--- config.mk ---
export PLATFORM = sky130hd
export DESIGN_NAME = bram_selftest_top
export DESIGN_NICKNAME = d
export VERILOG_FILES = /design/src/source/bram_selftest_pkg.sv /design/src/source/bram_port_if.sv /design/src/source/bram_selftest_top.sv /design/src/source/readback_check.sv /design/src/source/sdp_ram.sv /design/src/source/pattern_gen.sv /design/src/source/selftest_seq.sv /design/src/source/reset_stretch.sv
export VERILOG_INCLUDE_DIRS = /design/src /design/src/source
export SDC_FILE = /design/constraint.sdc
export NUM_CORES = 1
export LEC_CHECK = 0
export BUFFER_PORTS_ARGS = -buffer_cell sky130_fd_sc_hd__clkbuf_2
export CAP_MARGIN = 20
export CORE_UTILIZATION = 45
export DETAILED_ROUTE_END_ITERATION = 10
export GPL_ROUTABILITY_DRIVEN = 0
export PLACE_DENSITY = 0.67
export SLEW_MARGIN = 20
export SYNTH_ARGS = -nofsm -noshare
export SYNTH_HDL_FRONTEND = slang
export SYNTH_SLANG_ARGS = --single-unit
--- constraint.sdc ---
create_clock -name i_wclk -period 3.16 [get_ports i_wclk]
set_clock_uncertainty 0.15 [all_clocks]
set_input_delay 0.316 -clock i_wclk [delete_from_list [all_inputs] [get_ports i_wclk]]
set_output_delay 0.316 -clock i_wclk [all_outputs]
set_load 0.005 [all_outputs]
--- src/source/bram_selftest_macros.svh ---
// Block RAM self-test sizes
`ifndef BRAM_SELFTEST_MACROS_SVH
`define BRAM_SELFTEST_MACROS_SVH

// RAM geometry
`define BRAM_ADDR_W 3	// Address bits
`define BRAM_DEPTH 8	// Words in the RAM
`define BRAM_DATA_W 16	// Pattern byte plus its inverse

// Reset stretch after PLL lock
`define RST_HOLD_CYCLES 10

// Switch and lock synchroniser depth
`define SYNC_STAGES 2

// Run counter width, upper bits of the pattern byte
`define RUN_TAG_W 5

`endif
--- src/source/bram_selftest_pkg.sv ---
// Block RAM self-test types
`include "bram_selftest_macros.svh"

package bram_selftest_pkg;

	typedef logic [`BRAM_ADDR_W-1:0] bram_addr_t;	// One RAM address
	typedef logic [`RUN_TAG_W-1:0] run_tag_t;	// Counts accepted starts

	// Stored word split into its two bytes
	typedef struct packed
	{
		logic [`BRAM_DATA_W/2-1:0] hi_inv;	// Inverse of lo
		logic [`BRAM_DATA_W/2-1:0] lo;	// Pattern byte
	} bram_fields_t;

	// RAM sees raw bits, generator and checker see the two bytes
	typedef union packed
	{
		logic [`BRAM_DATA_W-1:0] raw;
		bram_fields_t fields;
	} bram_word_u;

	// Codes go straight onto the RGB pins of LED 0
	typedef enum logic [2:0]
	{
		IDLE = 3'b000,	// All off
		WRITE = 3'b001,	// Blue
		READ = 3'b010,	// Green
		DONE = 3'b100	// Red
	} test_state_e;

	// Low byte of a word is the run tag above the address
	function automatic logic [`BRAM_DATA_W/2-1:0] pattern_byte(run_tag_t tag, bram_addr_t addr);
		return {tag, addr};
	endfunction

endpackage

--- src/source/bram_port_if.sv ---
// RAM port bundle
`timescale 1ns/1ns

interface bram_port_if;
	import bram_selftest_pkg::*;

	// Write side
	logic we;	// One word per strobe
	bram_addr_t waddr;
	bram_word_u wdata;

	// Read side
	logic re;	// rdata follows one cycle later
	bram_addr_t raddr;
	bram_word_u rdata;

	// Pattern generator issues both strobes
	modport gen (output we, waddr, wdata, re, raddr);

	// Memory answers reads
	modport ram (input we, waddr, wdata, re, raddr, output rdata);

	// Checker watches the read side only
	modport chk (input re, raddr, rdata);

endinterface

--- src/source/bram_selftest_top.sv ---
// Block RAM self-test top
`timescale 1ns/1ns

module bram_selftest_top
(
	input logic i_wclk,
	input logic i_rst_n,
	input logic i_pll_locked,
	input logic i_sw0,	// Start a run
	input logic i_sw1,	// Inject a write fault
	output logic o_led0_r,
	output logic o_led0_g,
	output logic o_led0_b,
	output logic o_led1_r,
	output logic o_led1_g,
	output logic o_led1_b
);
	import bram_selftest_pkg::*;

	logic test_rst_n;	// Held low until lock has settled
	logic wr_phase;
	logic rd_phase;
	logic start;
	logic inject;
	logic last;
	logic fail;
	run_tag_t run_tag;
	test_state_e state;

	bram_port_if bram_port();

	reset_stretch reset_stretch_i
	(
		.i_wclk (i_wclk),
		.i_rst_n (i_rst_n),
		.i_pll_locked (i_pll_locked),
		.o_test_rst_n (test_rst_n)
	);

	selftest_seq selftest_seq_i
	(
		.i_wclk (i_wclk),
		.i_rst_n (test_rst_n),
		.i_sw0 (i_sw0),
		.i_sw1 (i_sw1),
		.i_last (last),
		.o_wr_phase (wr_phase),
		.o_rd_phase (rd_phase),
		.o_start (start),
		.o_inject (inject),
		.o_run_tag (run_tag),
		.o_state (state)
	);

	pattern_gen pattern_gen_i
	(
		.i_wclk (i_wclk),
		.i_rst_n (test_rst_n),
		.i_wr_phase (wr_phase),
		.i_rd_phase (rd_phase),
		.i_start (start),
		.i_inject (inject),
		.i_run_tag (run_tag),
		.o_last (last),
		.mem_if (bram_port)
	);

	sdp_ram sdp_ram_i
	(
		.i_wclk (i_wclk),
		.i_rst_n (test_rst_n),
		.mem_if (bram_port)
	);

	readback_check readback_check_i
	(
		.i_wclk (i_wclk),
		.i_rst_n (test_rst_n),
		.i_start (start),
		.i_run_tag (run_tag),
		.o_fail (fail),
		.mem_if (bram_port)
	);

	// State code drives LED 0 directly
	assign {o_led0_r, o_led0_g, o_led0_b} = state;

	// Red on fail, blue on pass
	assign {o_led1_r, o_led1_g, o_led1_b} = fail ? 3'b100 : 3'b001;

endmodule

--- src/source/readback_check.sv ---
// Read-back checker
`timescale 1ns/1ns

module readback_check
(
	input logic i_wclk,
	input logic i_rst_n,
	input logic i_start,	// Clears the result
	input bram_selftest_pkg::run_tag_t i_run_tag,
	output logic o_fail,	// Sticky until next start
	bram_port_if.chk mem_if
);
	import bram_selftest_pkg::*;

	logic re_q;	// rdata valid this cycle
	bram_addr_t raddr_q;	// Address that rdata came from
	bram_word_u rd_word;
	logic lo_ok;
	logic inv_ok;
	logic mismatch;

	// Line the request up with the returned word
	always_ff @(posedge i_wclk or negedge i_rst_n)
	begin
		if (!i_rst_n)
			re_q <= 1'b0;
		else
			re_q <= mem_if.re;
	end

	always_ff @(posedge i_wclk)
	begin
		raddr_q <= mem_if.raddr;
	end

	assign rd_word = mem_if.rdata;
	assign lo_ok = (rd_word.fields.lo == pattern_byte(i_run_tag, raddr_q));
	assign inv_ok = (rd_word.fields.hi_inv == ~rd_word.fields.lo);	// Both halves must agree
	assign mismatch = re_q & ~(lo_ok & inv_ok);

	always_ff @(posedge i_wclk or negedge i_rst_n)
	begin
		if (!i_rst_n)
			o_fail <= 1'b0;
		else if (i_start)
			o_fail <= 1'b0;
		else if (mismatch)
			o_fail <= 1'b1;	// One bad word fails the run
	end

endmodule

--- src/source/sdp_ram.sv ---
// Simple dual-port RAM, read-first
`timescale 1ns/1ns
`include "bram_selftest_macros.svh"

module sdp_ram
(
	input logic i_wclk,
	input logic i_rst_n,	// Clears the read register only
	bram_port_if.ram mem_if
);

	logic [`BRAM_DATA_W-1:0] mem [`BRAM_DEPTH];	// Storage array

	// Write port
	always_ff @(posedge i_wclk)
	begin
		if (mem_if.we)
			mem[mem_if.waddr] <= mem_if.wdata.raw;
	end

	// Read port with no output pipeline
	// Same-address write in this cycle is not seen, old word comes out
	always_ff @(posedge i_wclk or negedge i_rst_n)
	begin
		if (!i_rst_n)
			mem_if.rdata.raw <= '0;
		else if (mem_if.re)
			mem_if.rdata.raw <= mem[mem_if.raddr];	// Valid one cycle after re
	end

endmodule

--- src/source/pattern_gen.sv ---
// Write and read pattern generator
`timescale 1ns/1ns
`include "bram_selftest_macros.svh"

module pattern_gen
(
	input logic i_wclk,
	input logic i_rst_n,
	input logic i_wr_phase,
	input logic i_rd_phase,
	input logic i_start,	// Start of a run
	input logic i_inject,	// Corrupt the inverse byte
	input bram_selftest_pkg::run_tag_t i_run_tag,
	output logic o_last,
	bram_port_if.gen mem_if
);
	import bram_selftest_pkg::*;

	localparam bram_addr_t LAST_ADDR = bram_addr_t'(`BRAM_DEPTH - 1);

	bram_addr_t addr_q;	// Shared by both phases
	logic active;
	bram_word_u word;	// Word for the current address

	assign active = i_wr_phase | i_rd_phase;
	assign o_last = active & (addr_q == LAST_ADDR);

	always_ff @(posedge i_wclk or negedge i_rst_n)
	begin
		if (!i_rst_n)
			addr_q <= '0;
		else if (i_start | o_last)
			addr_q <= '0;	// Next phase begins at address 0
		else if (active)
			addr_q <= addr_q + 1'b1;
	end

	always_comb
	begin
		word.fields.lo = pattern_byte(i_run_tag, addr_q);
		word.fields.hi_inv = ~word.fields.lo;
		word.fields.hi_inv[0] = word.fields.hi_inv[0] ^ i_inject;	// Checker must catch this
	end

	// One access per cycle in the active phase
	assign mem_if.we = i_wr_phase;
	assign mem_if.waddr = addr_q;
	assign mem_if.wdata = word;
	assign mem_if.re = i_rd_phase;
	assign mem_if.raddr = addr_q;

endmodule

--- src/source/selftest_seq.sv ---
// Self-test sequencer
`timescale 1ns/1ns
`include "bram_selftest_macros.svh"

module selftest_seq
(
	input logic i_wclk,
	input logic i_rst_n,	// Stretched test reset
	input logic i_sw0,	// Start switch
	input logic i_sw1,	// Fault switch
	input logic i_last,	// Eighth address of a phase
	output logic o_wr_phase,
	output logic o_rd_phase,
	output logic o_start,
	output logic o_inject,
	output bram_selftest_pkg::run_tag_t o_run_tag,
	output bram_selftest_pkg::test_state_e o_state
);
	import bram_selftest_pkg::*;

	logic [`SYNC_STAGES-1:0][1:0] sw_pipe;	// Both switches side by side
	logic [1:0] sw_s;	// {sw1, sw0} after synchronising
	logic sw0_prev;
	logic start_edge;
	logic drain_q;	// Last read still in flight
	test_state_e state_q;
	test_state_e state_d;
	run_tag_t run_tag_q;

	assign sw_s = sw_pipe[`SYNC_STAGES-1];
	assign start_edge = sw_s[0] & ~sw0_prev;

	// Edges during a run are dropped here
	assign o_start = start_edge & ((state_q == IDLE) | (state_q == DONE));

	always_comb
	begin
		state_d = state_q;
		case (state_q)
			IDLE, DONE:
				if (start_edge)
					state_d = WRITE;
			WRITE:
				if (i_last)
					state_d = READ;
			READ:
				if (drain_q)
					state_d = DONE;	// Final compare has landed in the checker
			default:
				state_d = IDLE;
		endcase
	end

	always_ff @(posedge i_wclk or negedge i_rst_n)
	begin
		if (!i_rst_n)
		begin
			sw_pipe <= '0;
			sw0_prev <= 1'b0;
			state_q <= IDLE;
			drain_q <= 1'b0;
			run_tag_q <= '0;
		end
		else
		begin
			sw_pipe <= {sw_pipe[`SYNC_STAGES-2:0], {i_sw1, i_sw0}};
			sw0_prev <= sw_s[0];
			state_q <= state_d;
			drain_q <= (state_q == READ) & i_last & ~drain_q;	// One spare cycle after last read
			if (o_start)
				run_tag_q <= run_tag_q + 1'b1;	// New pattern every run
		end
	end

	assign o_wr_phase = (state_q == WRITE);
	assign o_rd_phase = (state_q == READ) & ~drain_q;	// Eight strobes, not the spare cycle
	assign o_inject = (state_q == WRITE) & sw_s[1];	// Fault switch only counts while writing
	assign o_run_tag = run_tag_q;
	assign o_state = state_q;

endmodule

--- src/source/reset_stretch.sv ---
// Test reset stretcher
`timescale 1ns/1ns
`include "bram_selftest_macros.svh"

module reset_stretch
(
	input logic i_wclk,
	input logic i_rst_n,
	input logic i_pll_locked,
	output logic o_test_rst_n
);

	localparam int unsigned CNT_W = $clog2(`RST_HOLD_CYCLES + 1);

	logic [`SYNC_STAGES-1:0] lock_pipe;	// Lock comes from another domain
	logic lock_s;
	logic [CNT_W-1:0] cnt_q;	// Cycles since lock
	logic done_q;	// Stretch finished

	assign lock_s = lock_pipe[`SYNC_STAGES-1];

	always_ff @(posedge i_wclk or negedge i_rst_n)
	begin
		if (!i_rst_n)
		begin
			lock_pipe <= '0;
			cnt_q <= '0;
			done_q <= 1'b0;
		end
		else
		begin
			lock_pipe <= {lock_pipe[`SYNC_STAGES-2:0], i_pll_locked};
			if (!lock_s)
			begin
				// Losing lock starts the count over
				cnt_q <= '0;
				done_q <= 1'b0;
			end
			else if (!done_q)
			begin
				cnt_q <= cnt_q + 1'b1;
				if (cnt_q == CNT_W'(`RST_HOLD_CYCLES - 1))
					done_q <= 1'b1;	// Release on the hold-th cycle of lock
			end
		end
	end

	assign o_test_rst_n = done_q;

endmodule

==> impl_metrics.csv <==
group,metric,value,unit
grt,grt_pass1_vias,3606,
detailed_routing,viasPerCell,5.52,
floorplanning,row_count,44,
cts,cts_made_buffers,17,
setup_path,r2r.worst_path.cells,4,
sta,hold_viol,0,
pwr,max-vdd-ir-drop,0.483,mV
sta,post-route-period-util,68.9,%
grt,grt_pass1_wl,20600,µm
cts,tritoncts,"built",
logic_synthesis,synthMuxAreaShare,8.85,%
logic_synthesis,yosysTopAreaCell,"edfxtp_1",
logic_synthesis,synth_top_family_by_area,"multiplexers",
logic_synthesis,ys_ff_latch,173,
logic_synthesis,synth.yosys.seq_area_share,73.6,%
logic_synthesis,synth_top_area_share,57.1,%
setup_path,critPathCaptureType,"flip-flop",
floorplanning,start_util,46.1,%
detailed_routing,finalWirelength,12600,µm
final_layout,diodes,0,
logic_synthesis,synth_area_leaders,"edfxtp_1, dfrtp_1, mux4_2, nand2_1, a31oi_1",
logic_synthesis,synth_edf_count,128,
logic_synthesis,async_reset_ff_share,24.3,%
sta,tightestPinTransition,0.643,ns
logic_synthesis,yosys-top-cells-count,"edfxtp_1, dfrtp_1, nand2_1, nor2_1, mux4_2",
logic_synthesis,yosys.area_share.simple,7.57,%
final_layout,nets,445,
floorplanning,io_pins,11,
setup_path,rrSetupSlack,0.98,ns
detailed_routing,avgRoutedWirePerCell,19.9,µm
setup_path,path_cells,"nor3b_4 -> nand2_1 -> nor2_1 -> buf_4",
floorplanning,dieHeight,124,µm
setup_path,critPathBufInv,1,
final_layout,fin_util,52.7,%
setup_path,crit_type,"flip-flop to flip-flop",
grt,grt_usage,18.1,%
pwr,powerDensity,964,mW/mm²
sta,fin_tns_setup,0,ns
final_layout,area_growth,14.4,%
sta,rsz0062_at_grt,"no",
detailed_routing,dr.pass1.iters,5,
logic_synthesis,synthAdderAreaFrac,0.930,%
logic_synthesis,synth-compound-area-share,5.49,%
detailed_routing,drt_iter0_drc,276,
cts,cts_htree_levels,4,
logic_synthesis,synth.distinct_cells,40,
setup_path,cpMaxStageDelayCell,"nor2_1",
grt,grt_max_degree,40,
cts,clkTransAtPathRegs,0.06,ns
setup_path,worstPathArrival,2.15,ns
logic_synthesis,synthCells,398,
placed_design,port_buffers,9,
status,status,"finished clean",
grt,grt_antenna_before_repair,1,
final_layout,final_layout_size_suffix_gt1_share,20.8,%
cts,cts_setup_buffers,0,
sta,slew_violations,0,
sta,fmax,459,MHz
logic_synthesis,synth_warnings,0,
sta,hold_ws,0.110,ns
setup_path,worstReg2RegEnd,"sdp_ram_i.mem[2][11]",
logic_synthesis,synth_area,0.00673,mm²
detailed_routing,ant_nets,0,
sta,setup-violations-final,0,
floorplanning,dieArea,0.0154,mm²
setup_path,start_kind,"flip-flop",
sta,fin_crit,2.18,ns
setup_path,crit_path_start,"selftest_seq_i.o_state[0]",
logic_synthesis,synthFlopType,"edfxtp_1",
run,cap_violations,0,
pwr,p_leak,0.00278,µW
cts,worstSkewPairLatency,0.43,ns
setup_path,crit_family,"simple AND/OR/NAND/NOR gates",
cts,cts-root-buf,"clkbuf_16",
setup_path,cp.required,3.13,ns
floorplanning,design.core.area,0.0146,mm²
logic_synthesis,synth-xor-area-share,1.04,%
setup_path,crit_fanout,9,
detailed_routing,drc,0,
cts,cts.sinks,173,
worst_hold_path,hold_path.class,"input port to asynchronous set/reset pin",
placed_design,hpwl,8020,µm
logic_synthesis,syn_area_per_cell,16.9,µm²
cts,max-clock-path-buffers,2,
grt,grt_overflow_total,0,
sta,slew_headroom,57.0,%
setup_path,critPathMaxStageDelay,0.55,ns
setup_path,timing.rr.start,"selftest_seq_i.o_state[0]",
logic_synthesis,yosysMostFrequentCell,"edfxtp_1",
logic_synthesis,synth_nets,408,
floorplanning,die-width,124,µm
detailed_routing,vias,3490,
==> cell families after synthesis <==
family / after synthesis
other: 1
AND/OR/NAND/NOR: 97
flip-flops: 173
XOR/XNOR: 8
adder cells (fa/ha/maj): 5
AO/OA/AOI/OAI: 53
buffers and inverters: 29
multiplexers: 32
==> registers in the layout, indices dropped and copies added, names as in the netlist, 2 cells and up <==
register	count
sdp_ram_i.mem	128
selftest_seq_i.o_state	3
selftest_seq_i.sw_s	2
sdp_ram_i.mem_if.rdata	16
pattern_gen_i.mem_if.raddr	3
reset_stretch_i.lock_pipe	2
readback_check_i.raddr_q	3
selftest_seq_i.o_run_tag	5
selftest_seq_i.sw_pipe	2
reset_stretch_i.cnt_q	4
==> timing repair <==
action | CTS | global route
gates resized for setup | 0 | 0
hold buffers | 4 | 0
endpoints found under the hold margin | 10 | 0
==> worst register-to-register path: stages (launching register included) <==
cell	delay [ns]
dfrtp_1	0.45
nor3b_4	0.24
nand2_1	0.18
nor2_1	0.55
buf_4	0.31
==> power by group <==
part	total [µW]	internal [µW]	switching, µW
Sequential	3550	3220	328
Clock	2010	1110	896
Combinational	1860	802	1060
Total	7420	5130	2290
==> worst max-delay path by stage <==
stage | slack (ns) | endpoint | depth (start not counted)
2_1_floorplan | 0.32 | sdp_ram_i.mem[0][0] | 5
3_3_place_gp | 1.06 | sdp_ram_i.mem[2][14] | 4
3_5_place_dp | 0.96 | sdp_ram_i.mem[2][15] | 4
4_1_cts | 0.94 | sdp_ram_i.mem[2][11] | 4
5_1_grt | 0.81 | sdp_ram_i.mem[2][4] | 4
6_report | 0.98 | sdp_ram_i.mem[2][11] | 4
==> layer usage <==
metal / global-route usage [%] / up-vias / share of wire (%)
met5: 0 / - / 0.10
met4: 9.07 / 2 / 2.5
li1: - / 1611 / -
met3: 4.30 / 26 / 5.2
met1: 23.7 / 1744 / 43
met2: 28.3 / 107 / 50
==> stage by stage <==
step | instances | total power, µW | instance area [µm²] | setup slack, ns
floorplan | 398 | 4860 | 6730 | 0.325
global placement | 596 | 5420 | 7080 | 1.06
detailed placement | 596 | 5490 | 7080 | 0.957
CTS | 632 | 7520 | 7690 | 0.945
global route | 632 | 7820 | 7690 | 0.806
finish | 632 | 7420 | 7690 | 0.982
==> placed cells by master, fill, tap and decap left out, drive strengths merged, types with 4 or more instances in the layout <==
cell         count
o22ai            4
nor3b            9
o22a             5
nand2           36
and2             6
mux2i           10
a221oi           5
buf             24
clkinv           4
ha               5
nor2            25
a31oi           16
clkbuf          26
dfrtp           42
edfxtp         128
xnor2            7
mux4            22
and3b            8
inv             18
dlygate4sd3      4
a21oi            5
a22oi            5
a21o             7
==> final cells by class <==
class                   instances  area [µm²]
flip-flops and latches        173        4960
fillers                      1166        6890
inverters                      10        37.5
clock inverters                15         150
multi-input cells             196        1630
clock buffers                  17         425
well taps                     184         230
repair buffers                 37         265
No activity file was read; power rests on OpenSTA's default activity.
